$ cat src/logic/fau_defines.svh
//----------------------------------------------------------
// Finite field unit parameters
// Operand width, multiplier digit width and step count
//----------------------------------------------------------

`ifndef FAU_DEFINES_SVH
`define FAU_DEFINES_SVH

// Field element and modulus width in bits
`define FAU_REG_SIZE 32

// Bits of operand A consumed per multiplier step
`define FAU_RADIX 8

// Multiplier steps per operation
`define FAU_DIGITS (`FAU_REG_SIZE / `FAU_RADIX)

`endif

$ cat src/logic/fau_pkg.sv
//----------------------------------------------------------
// Finite field unit types
// Operand and digit vectors, multiplier FSM states
//----------------------------------------------------------

`default_nettype none

`include "fau_defines.svh"

package fau_pkg;

    // Field element, also used for the modulus
    typedef logic [`FAU_REG_SIZE-1:0] operand_t;

    // One radix digit, used for mu and the current digit of A
    typedef logic [`FAU_RADIX-1:0] digit_t;

    // Montgomery multiplier FSM
    typedef enum logic [1:0] {
        MM_IDLE,
        MM_STEP,
        MM_REDUCE,
        MM_DONE
    } mm_state_t;

endpackage

`default_nettype wire

$ cat src/logic/fau_operand_if.sv
//----------------------------------------------------------
// Operand bus of the finite field unit
// Carries A, B, the modulus and the Montgomery constant
//----------------------------------------------------------

`timescale 1ns/1ns
`default_nettype none

interface fau_operand_if;

    // Field operands, already reduced below prime
    fau_pkg::operand_t opa;
    fau_pkg::operand_t opb;

    // Odd prime modulus
    fau_pkg::operand_t prime;

    // Low digit of -prime^-1 mod 2^RADIX
    fau_pkg::digit_t mu;

    // Driven from the top level ports
    modport source (output opa, output opb, output prime, output mu);

    // Multiplier needs the full bundle
    modport mult (input opa, input opb, input prime, input mu);

    // Adder/subtractor has no use for mu
    modport addsub (input opa, input opb, input prime);

endinterface

`default_nettype wire

$ cat src/logic/ecc_fau.sv
//----------------------------------------------------------
// Finite field arithmetic unit for elliptic curve work
// Modular add/subtract and Montgomery multiply on a shared
// operand bus, with registered strobes and ready pulses
//----------------------------------------------------------

`timescale 1ns/1ns
`default_nettype none

module ecc_fau (
    input  logic              clk,
    input  logic              reset_n,
    // Synchronous clear of all state
    input  logic              zeroize_i,
    input  logic              add_en_i,
    input  logic              sub_i,
    // Level, only its rising edge starts a product
    input  logic              mult_en_i,
    input  fau_pkg::operand_t prime_i,
    input  fau_pkg::digit_t   mult_mu_i,
    input  fau_pkg::operand_t opa_i,
    input  fau_pkg::operand_t opb_i,
    output fau_pkg::operand_t add_res_o,
    output fau_pkg::operand_t mult_res_o,
    output logic              add_ready_o,
    output logic              mult_ready_o
);

    // Registered strobes
    logic add_en;
    logic sub;
    logic mult_start;
    logic mult_start_dly;
    logic mult_start_edge;

    fau_operand_if ops_if ();

    // Operand bus comes straight from the ports
    assign ops_if.opa   = opa_i;
    assign ops_if.opb   = opb_i;
    assign ops_if.prime = prime_i;
    assign ops_if.mu    = mult_mu_i;

    //----------------------------------------------------------
    // Strobe registers
    //----------------------------------------------------------
    always_ff @(posedge clk or negedge reset_n) begin
        if (!reset_n) begin
            add_en         <= 1'b0;
            sub            <= 1'b0;
            mult_start     <= 1'b0;
            mult_start_dly <= 1'b0;
        end else if (zeroize_i) begin
            add_en         <= 1'b0;
            sub            <= 1'b0;
            mult_start     <= 1'b0;
            mult_start_dly <= 1'b0;
        end else begin
            add_en         <= add_en_i;
            sub            <= sub_i;
            mult_start     <= mult_en_i;
            mult_start_dly <= mult_start;
        end
    end

    // One-cycle start on the rising edge of the registered level
    assign mult_start_edge = mult_start & ~mult_start_dly;

    //----------------------------------------------------------
    // Engines
    //----------------------------------------------------------
    fau_add_sub_mod u_add_sub (
        .clk       (clk),
        .reset_n   (reset_n),
        .zeroize_i (zeroize_i),
        .add_en_i  (add_en),
        .sub_i     (sub),
        .ops       (ops_if.addsub),
        .res_o     (add_res_o),
        .ready_o   (add_ready_o)
    );

    fau_mont_mult u_mont_mult (
        .clk       (clk),
        .reset_n   (reset_n),
        .zeroize_i (zeroize_i),
        .start_i   (mult_start_edge),
        .ops       (ops_if.mult),
        .p_o       (mult_res_o),
        .ready_o   (mult_ready_o)
    );

endmodule

`default_nettype wire

$ cat src/logic/fau_add_sub_mod.sv
//----------------------------------------------------------
// Two-stage modular adder/subtractor
// Returns (A+B) mod p or (A-B) mod p two cycles after start
//----------------------------------------------------------

`timescale 1ns/1ns
`default_nettype none

`include "fau_defines.svh"

module fau_add_sub_mod (
    input  logic              clk,
    input  logic              reset_n,
    input  logic              zeroize_i,
    // Starts an operation, one per cycle at most
    input  logic              add_en_i,
    // Selects subtraction when add_en_i is high
    input  logic              sub_i,
    fau_operand_if.addsub     ops,
    output fau_pkg::operand_t res_o,
    output logic              ready_o
);

    // Raw sum or difference and its corrected companion, one extra bit each
    logic [`FAU_REG_SIZE:0] raw_s;
    logic [`FAU_REG_SIZE:0] corr_s;
    logic [`FAU_REG_SIZE:0] raw_q;
    logic [`FAU_REG_SIZE:0] corr_q;
    logic                   sub_q;
    logic                   valid_q;

    // Stage two
    logic                   use_corr;
    fau_pkg::operand_t      res_q;
    logic                   ready_q;

    //----------------------------------------------------------
    // Stage one
    //----------------------------------------------------------

    // MSB is the carry for add and the borrow for sub
    assign raw_s = sub_i ? ({1'b0, ops.opa} - {1'b0, ops.opb})
                         : ({1'b0, ops.opa} + {1'b0, ops.opb});

    // For add the MSB of corr_s is set when the sum is below p
    assign corr_s = sub_i ? (raw_s + {1'b0, ops.prime})
                          : (raw_s - {1'b0, ops.prime});

    always_ff @(posedge clk) begin
        if (add_en_i) begin
            raw_q  <= raw_s;
            corr_q <= corr_s;
        end
    end

    always_ff @(posedge clk or negedge reset_n) begin
        if (!reset_n) begin
            valid_q <= 1'b0;
            sub_q   <= 1'b0;
        end else if (zeroize_i) begin
            valid_q <= 1'b0;
            sub_q   <= 1'b0;
        end else begin
            valid_q <= add_en_i;
            sub_q   <= sub_i;
        end
    end

    //----------------------------------------------------------
    // Stage two
    //----------------------------------------------------------

    // Add wraps when it carried or reached p, sub when it borrowed
    assign use_corr = sub_q ? raw_q[`FAU_REG_SIZE]
                            : (raw_q[`FAU_REG_SIZE] | ~corr_q[`FAU_REG_SIZE]);

    always_ff @(posedge clk or negedge reset_n) begin
        if (!reset_n) begin
            res_q   <= '0;
            ready_q <= 1'b0;
        end else if (zeroize_i) begin
            res_q   <= '0;
            ready_q <= 1'b0;
        end else begin
            ready_q <= valid_q;
            if (valid_q) begin
                res_q <= use_corr ? corr_q[`FAU_REG_SIZE-1:0]
                                  : raw_q[`FAU_REG_SIZE-1:0];
            end
        end
    end

    assign res_o   = res_q;
    assign ready_o = ready_q;

endmodule

`default_nettype wire

$ cat src/logic/fau_mont_mult.sv
//----------------------------------------------------------
// Digit-serial Montgomery multiplier
// Returns A*B*2^-W mod p, one RADIX digit of A per cycle,
// followed by one conditional subtraction of p
//----------------------------------------------------------

`timescale 1ns/1ns
`default_nettype none

`include "fau_defines.svh"

module fau_mont_mult (
    input  logic              clk,
    input  logic              reset_n,
    input  logic              zeroize_i,
    // One-cycle start, ignored while busy
    input  logic              start_i,
    fau_operand_if.mult       ops,
    output fau_pkg::operand_t p_o,
    output logic              ready_o
);

    // Accumulator holds T < 2p plus one digit of headroom before the shift
    localparam int ACC_W = `FAU_REG_SIZE + `FAU_RADIX + 2;
    localparam int PAD_W = ACC_W - `FAU_REG_SIZE;
    localparam int DIG_PAD_W = ACC_W - `FAU_RADIX;
    localparam int CNT_W = $clog2(`FAU_DIGITS) + 1;
    localparam logic [CNT_W-1:0] LAST_STEP = CNT_W'(`FAU_DIGITS - 1);

    fau_pkg::mm_state_t state;
    logic [CNT_W-1:0]   step_cnt;

    // Captured operands
    fau_pkg::operand_t  a_reg;
    fau_pkg::operand_t  b_reg;
    fau_pkg::operand_t  p_reg;
    fau_pkg::digit_t    mu_reg;

    // Running Montgomery accumulator
    logic [ACC_W-1:0]   t_reg;

    // Result register, visible on p_o
    fau_pkg::operand_t  res_reg;

    // Step datapath
    fau_pkg::digit_t    a_digit;
    fau_pkg::digit_t    q_digit;
    logic [ACC_W-1:0]   b_ext;
    logic [ACC_W-1:0]   p_ext;
    logic [ACC_W-1:0]   t_add_ab;
    logic [ACC_W-1:0]   t_add_qp;
    logic [ACC_W-1:0]   t_next;

    // Final reduction datapath
    logic [ACC_W-1:0]   t_red;
    fau_pkg::operand_t  t_final;

    //----------------------------------------------------------
    // Step and reduction arithmetic
    //----------------------------------------------------------

    // Next digit of A comes from the low end of the shift register
    assign a_digit = a_reg[`FAU_RADIX-1:0];
    assign b_ext   = {{PAD_W{1'b0}}, b_reg};
    assign p_ext   = {{PAD_W{1'b0}}, p_reg};

    // T + a_i * B
    assign t_add_ab = t_reg + ({{DIG_PAD_W{1'b0}}, a_digit} * b_ext);

    // q clears the low digit once q*p is added
    assign q_digit = t_add_ab[`FAU_RADIX-1:0] * mu_reg;

    assign t_add_qp = t_add_ab + ({{DIG_PAD_W{1'b0}}, q_digit} * p_ext);

    // Low digit is zero here, the shift divides by 2^RADIX exactly
    assign t_next = t_add_qp >> `FAU_RADIX;

    // T < 2p after the last step, one subtraction is enough
    assign t_red   = t_reg - p_ext;
    assign t_final = (t_reg >= p_ext) ? t_red[`FAU_REG_SIZE-1:0]
                                      : t_reg[`FAU_REG_SIZE-1:0];

    //----------------------------------------------------------
    // FSM and result register
    //----------------------------------------------------------
    always_ff @(posedge clk or negedge reset_n) begin
        if (!reset_n) begin
            state    <= fau_pkg::MM_IDLE;
            step_cnt <= '0;
            res_reg  <= '0;
        end else if (zeroize_i) begin
            // Abort any running product and clear the result
            state    <= fau_pkg::MM_IDLE;
            step_cnt <= '0;
            res_reg  <= '0;
        end else begin
            case (state)
                fau_pkg::MM_IDLE: begin
                    step_cnt <= '0;
                    if (start_i) begin
                        state <= fau_pkg::MM_STEP;
                    end
                end
                fau_pkg::MM_STEP: begin
                    step_cnt <= step_cnt + 1'b1;
                    if (step_cnt == LAST_STEP) begin
                        state <= fau_pkg::MM_REDUCE;
                    end
                end
                fau_pkg::MM_REDUCE: begin
                    res_reg <= t_final;
                    state   <= fau_pkg::MM_DONE;
                end
                default: begin
                    // MM_DONE lasts one cycle
                    state <= fau_pkg::MM_IDLE;
                end
            endcase
        end
    end

    //----------------------------------------------------------
    // Operand capture and accumulator
    //----------------------------------------------------------
    always_ff @(posedge clk) begin
        if (state == fau_pkg::MM_IDLE && start_i) begin
            a_reg  <= ops.opa;
            b_reg  <= ops.opb;
            p_reg  <= ops.prime;
            mu_reg <= ops.mu;
            t_reg  <= '0;
        end else if (state == fau_pkg::MM_STEP) begin
            a_reg <= a_reg >> `FAU_RADIX;
            t_reg <= t_next;
        end
    end

    assign p_o     = res_reg;
    assign ready_o = (state == fau_pkg::MM_DONE);

endmodule

`default_nettype wire

$ cat config.mk
export PLATFORM = sky130hd
export DESIGN_NAME = ecc_fau
export DESIGN_NICKNAME = d
export VERILOG_FILES = /design/src/logic/fau_pkg.sv /design/src/logic/fau_operand_if.sv /design/src/logic/ecc_fau.sv /design/src/logic/fau_add_sub_mod.sv /design/src/logic/fau_mont_mult.sv
export VERILOG_INCLUDE_DIRS = /design/src /design/src/logic
export SDC_FILE = /design/constraint.sdc
export NUM_CORES = 2
export LEC_CHECK = 0
export ABC_AREA = 1
export BUFFER_PORTS_ARGS = -buffer_cell sky130_fd_sc_hd__buf_2
export CORE_ASPECT_RATIO = 0.7
export CORE_MARGIN = 2
export CORE_UTILIZATION = 65
export CTS_CLUSTER_DIAMETER = 80
export DETAILED_ROUTE_END_ITERATION = 8
export GPL_TIMING_DRIVEN = 0
export PLACE_DENSITY_LB_ADDON = 0.08
export SLEW_MARGIN = 15
export SYNTH_ARGS = -nofsm -noshare
export SYNTH_HDL_FRONTEND = slang
export SYNTH_HIERARCHICAL = 1
export SYNTH_SLANG_ARGS = --single-unit
$ cat constraint.sdc
create_clock -name clk -period 14.49 [get_ports clk]
set_clock_uncertainty 0.05 [all_clocks]
set_input_delay 1.449 -clock clk [delete_from_list [all_inputs] [get_ports clk]]
set_output_delay 1.449 -clock clk [all_outputs]
set_load 0.005 [all_outputs]
==> impl_metrics.csv <==
group,metric,value,unit
run_status,status,"complete, no violations",
global_routing,met1_usage,0.6611,
sta,worst_slew_pin_slew,1034,ps
cts,cts.sinks,280,
cts,h-tree-depth,1,
sta,fmax,0.07872,GHz
synth,netlist_area,38230,sq um
cts,cts_tree,"built",
sta,hold_viol_final,0,
routing,drt_iter0_markers,4898,
setup_path,required,14920,ps
setup_path,crit_type,"flop to flop",
placement,gp_congestion,1.068,
floorplan,row_count,74,
sta,fin_tns_setup,0,ps
setup_path,endpoint_kind,"flop",
setup_path,cp_slowest_cell,"xor2_1",
global_routing,grtUsageTotal,0.4503,
sta,setup_ws,1787,ps
cts,cts-root-buf,"clkbuf_16",
sta,finalCriticalPeriod,12700,ps
floorplan,dieArea,60800,sq um
global_routing,grtUsageMet2,0.6095,
cts,clkTransAtPathRegs,70,ps
routing,firstDrtPassIters,7,
routing,wire_per_inst,22.23,um
finish,syn2layout_area_growth,7.613,%
synth,async_reset_ff_frac,0.2714,
cts,clock_latency,600,ps
global_routing,grt_pass1_vias,34150,
sta,slew_headroom,0.3080,
routing,ant_nets,0,
routing,route.detailed.drc,0,
synth,synth_edf_count,170,
placement,pre_cts_ws,2267,ps
sta,rsz0062_at_grt,"no",
placement,io_buffers,175,
setup_path,slowest_delay,840,ps
synth,syn_avg_cell_area,7.396,sq um
global_routing,grt_pass1_wl,203000,um
sta,fin_crit_sh,0.8767,
floorplan,die_h,206.9,um
finish,nets,6178,
synth,syn-instance-count,5169,
setup_path,reg2reg_slack,1790,ps
cts,post-cts-setup-buffer-count,0,
finish,largest_reg_flops,34,
floorplan,initial_core_util,0.6564,
routing,vias,36280,
setup_path,start_kind,"flop",
cts,cts_resized,0,
sta,slew_violations,0,
global_routing,use_met3,0.1725,
setup_path,cp_max_fo,10,
floorplan,core_region_area,58240,sq um
routing,wl,137100,um
global_routing,grt_busiest_layer,"met1",
floorplan,die_x,293.9,um
sta,finalSetupViolCount,0,
synth,synth-main-ff-cell,"edfxtp_1",
synth,synth.distinct_cells,62,
floorplan,io-pin-count,176,
flow_run,maxCapViolCount,0,
setup_path,arrival,13130,ps
cts,hold_buffers,0,
placement,dpl.hpwl,115200,um
sta,hold_slack,424.7,ps
global_routing,grt_antenna_before_repair,9,
synth,yosysSeqAreaShare,0.2011,
synth,synth_nets,5968,
synth,yosysWarnings,6,
synth,ys_ff_latch,280,
finish,final_core_util,0.7064,
global_routing,grt_max_degree,56,
global_routing,overflow,0,
cts,clockBufferDepth,3,
cts,cts_made_buffers,29,
routing,vias_per_cell,5.883,
finish,drive_above_1_share,0.06942,
worst_hold_path,min_path_type,"flop to flop",
worst max-delay path, delay by kind of cell, from the launching register on:
family / cells / cell delay, ps
compound gates: 5 / 1300
simple gates: 17 / 1910
flops: 1 / 530
fa+ha+maj: 14 / 6100
buf+inv: 11 / 1640
xor+xnor: 2 / 1040
routing by layer:
metal | vias up | share of wire | wire length [um]
li1 | 16160 | - | -
met1 | 17220 | 0.40 | 55290
met2 | 2574 | 0.39 | 53140
met3 | 309 | 0.17 | 23600
met4 | 12 | 0.036 | 4965
met5 | - | 0.00058 | 80
synthesized netlist by cell type (4+ instances only):
library cell	instances	area (sq um)
nor3_2	6	60.06
buf_2	9	45.04
nor3_1	34	170.2
or2_2	9	56.30
o21ai_0	167	835.8
nand2_2	33	206.5
nand3_2	11	110.1
nand4_1	35	219.0
nand3_1	217	1086
edfxtp_1	170	5105
clkbuf_1	92	345.3
nor2_2	15	93.84
a21oi_2	12	105.1
clkbuf_2	17	85.08
o211ai_1	4	30.03
o21a_1	7	52.55
a21boi_0	13	97.59
dfrtp_1	76	1902
nand2_1	1295	4861
nand3b_1	15	112.6
o22ai_1	33	206.5
xnor2_1	58	508.0
xor2_1	112	980.9
fa_1	446	8929
o21bai_1	22	165.2
a21o_1	12	90.09
buf_6	6	67.56
dfxtp_1	34	680.7
o221ai_1	4	35.03
o21ai_1	8	40.04
nor4_1	14	87.58
inv_1	1195	4486
a21oi_1	251	1256
buf_1	6	22.52
inv_2	9	33.78
a31oi_1	17	106.4
nor2_1	426	1599
ha_1	243	3040
kinds of logic (layout without fill, tap and decap cells):
group,count (synthesis),count (layout),share of synthesized area
DFF,280,280,0.2011
AOI/OAI and AO/OA,567,567,0.08307
adders and majority gates,689,689,0.3131
and+or+nand+nor,2124,2124,0.2295
buffers and inverters,1338,1571,0.1337
xor gates and xnor gates,171,171,0.03954
other,0,4,0
area by class of cell:
cell class | instances | area [sq um]
flip-flops and latches | 280 | 7691
diodes | 4 | 10.01
multi-input cells | 3551 | 25430
inverters | 1205 | 4523
clock buffers | 41 | 864.6
plain buffers | 133 | 591.8
repair buffers | 179 | 973.4
well taps | 760 | 950.9
fillers | 4791 | 17100
clock inverters | 13 | 101.3
per-stage QoR:
stage | cells | instance area, sq um
floorplan | 5169 | 38230
global placement | 6104 | 40060
detailed placement | 6108 | 40160
CTS | 6162 | 41130
global route | 6162 | 41130
finish | 6166 | 41140
placed cells by master (no fill, tap or decap), types with 34 or more instances in the layout:
| master | n |
|---|---|
| buf_2 | 183 |
| o21ai_0 | 167 |
| nand4_1 | 35 |
| nand2_2 | 34 |
| dfrtp_1 | 75 |
| nand2_1 | 1294 |
| xnor2_1 | 58 |
| xor2_1 | 112 |
| nor3_1 | 34 |
| fa_1 | 446 |
| dfxtp_1 | 34 |
| nor2_1 | 426 |
| edfxtp_1 | 170 |
| inv_1 | 1195 |
| a21oi_1 | 251 |
| ha_1 | 243 |
| clkbuf_1 | 93 |
| nand3_1 | 217 |
path summary, 6_finish.rpt:
kind / depth (start not counted) / from / end
max in group asynchronous: 2 / reset_n / add_en$_DFF_PN0_
min reg2reg: 2 / u_mont_mult/p_o[17]$_DFFE_PN0P_ / u_mont_mult/p_o[17]$_DFFE_PN0P_
min in group asynchronous: 1 / reset_n / u_mont_mult/p_o[8]$_DFFE_PN0P_
max reg2reg: 49 / u_mont_mult/a_reg[0]$_DFFE_PP_ / u_mont_mult/t_reg[29]$_SDFFE_PP0P_
min: 2 / u_mont_mult/p_o[17]$_DFFE_PN0P_ / u_mont_mult/p_o[17]$_DFFE_PN0P_
max: 49 / u_mont_mult/a_reg[0]$_DFFE_PP_ / u_mont_mult/t_reg[29]$_SDFFE_PP0P_
Power is left out: the tool's default activity adds up to more than one toggle a clock period on the data nets, which glitch-free logic cannot reach.
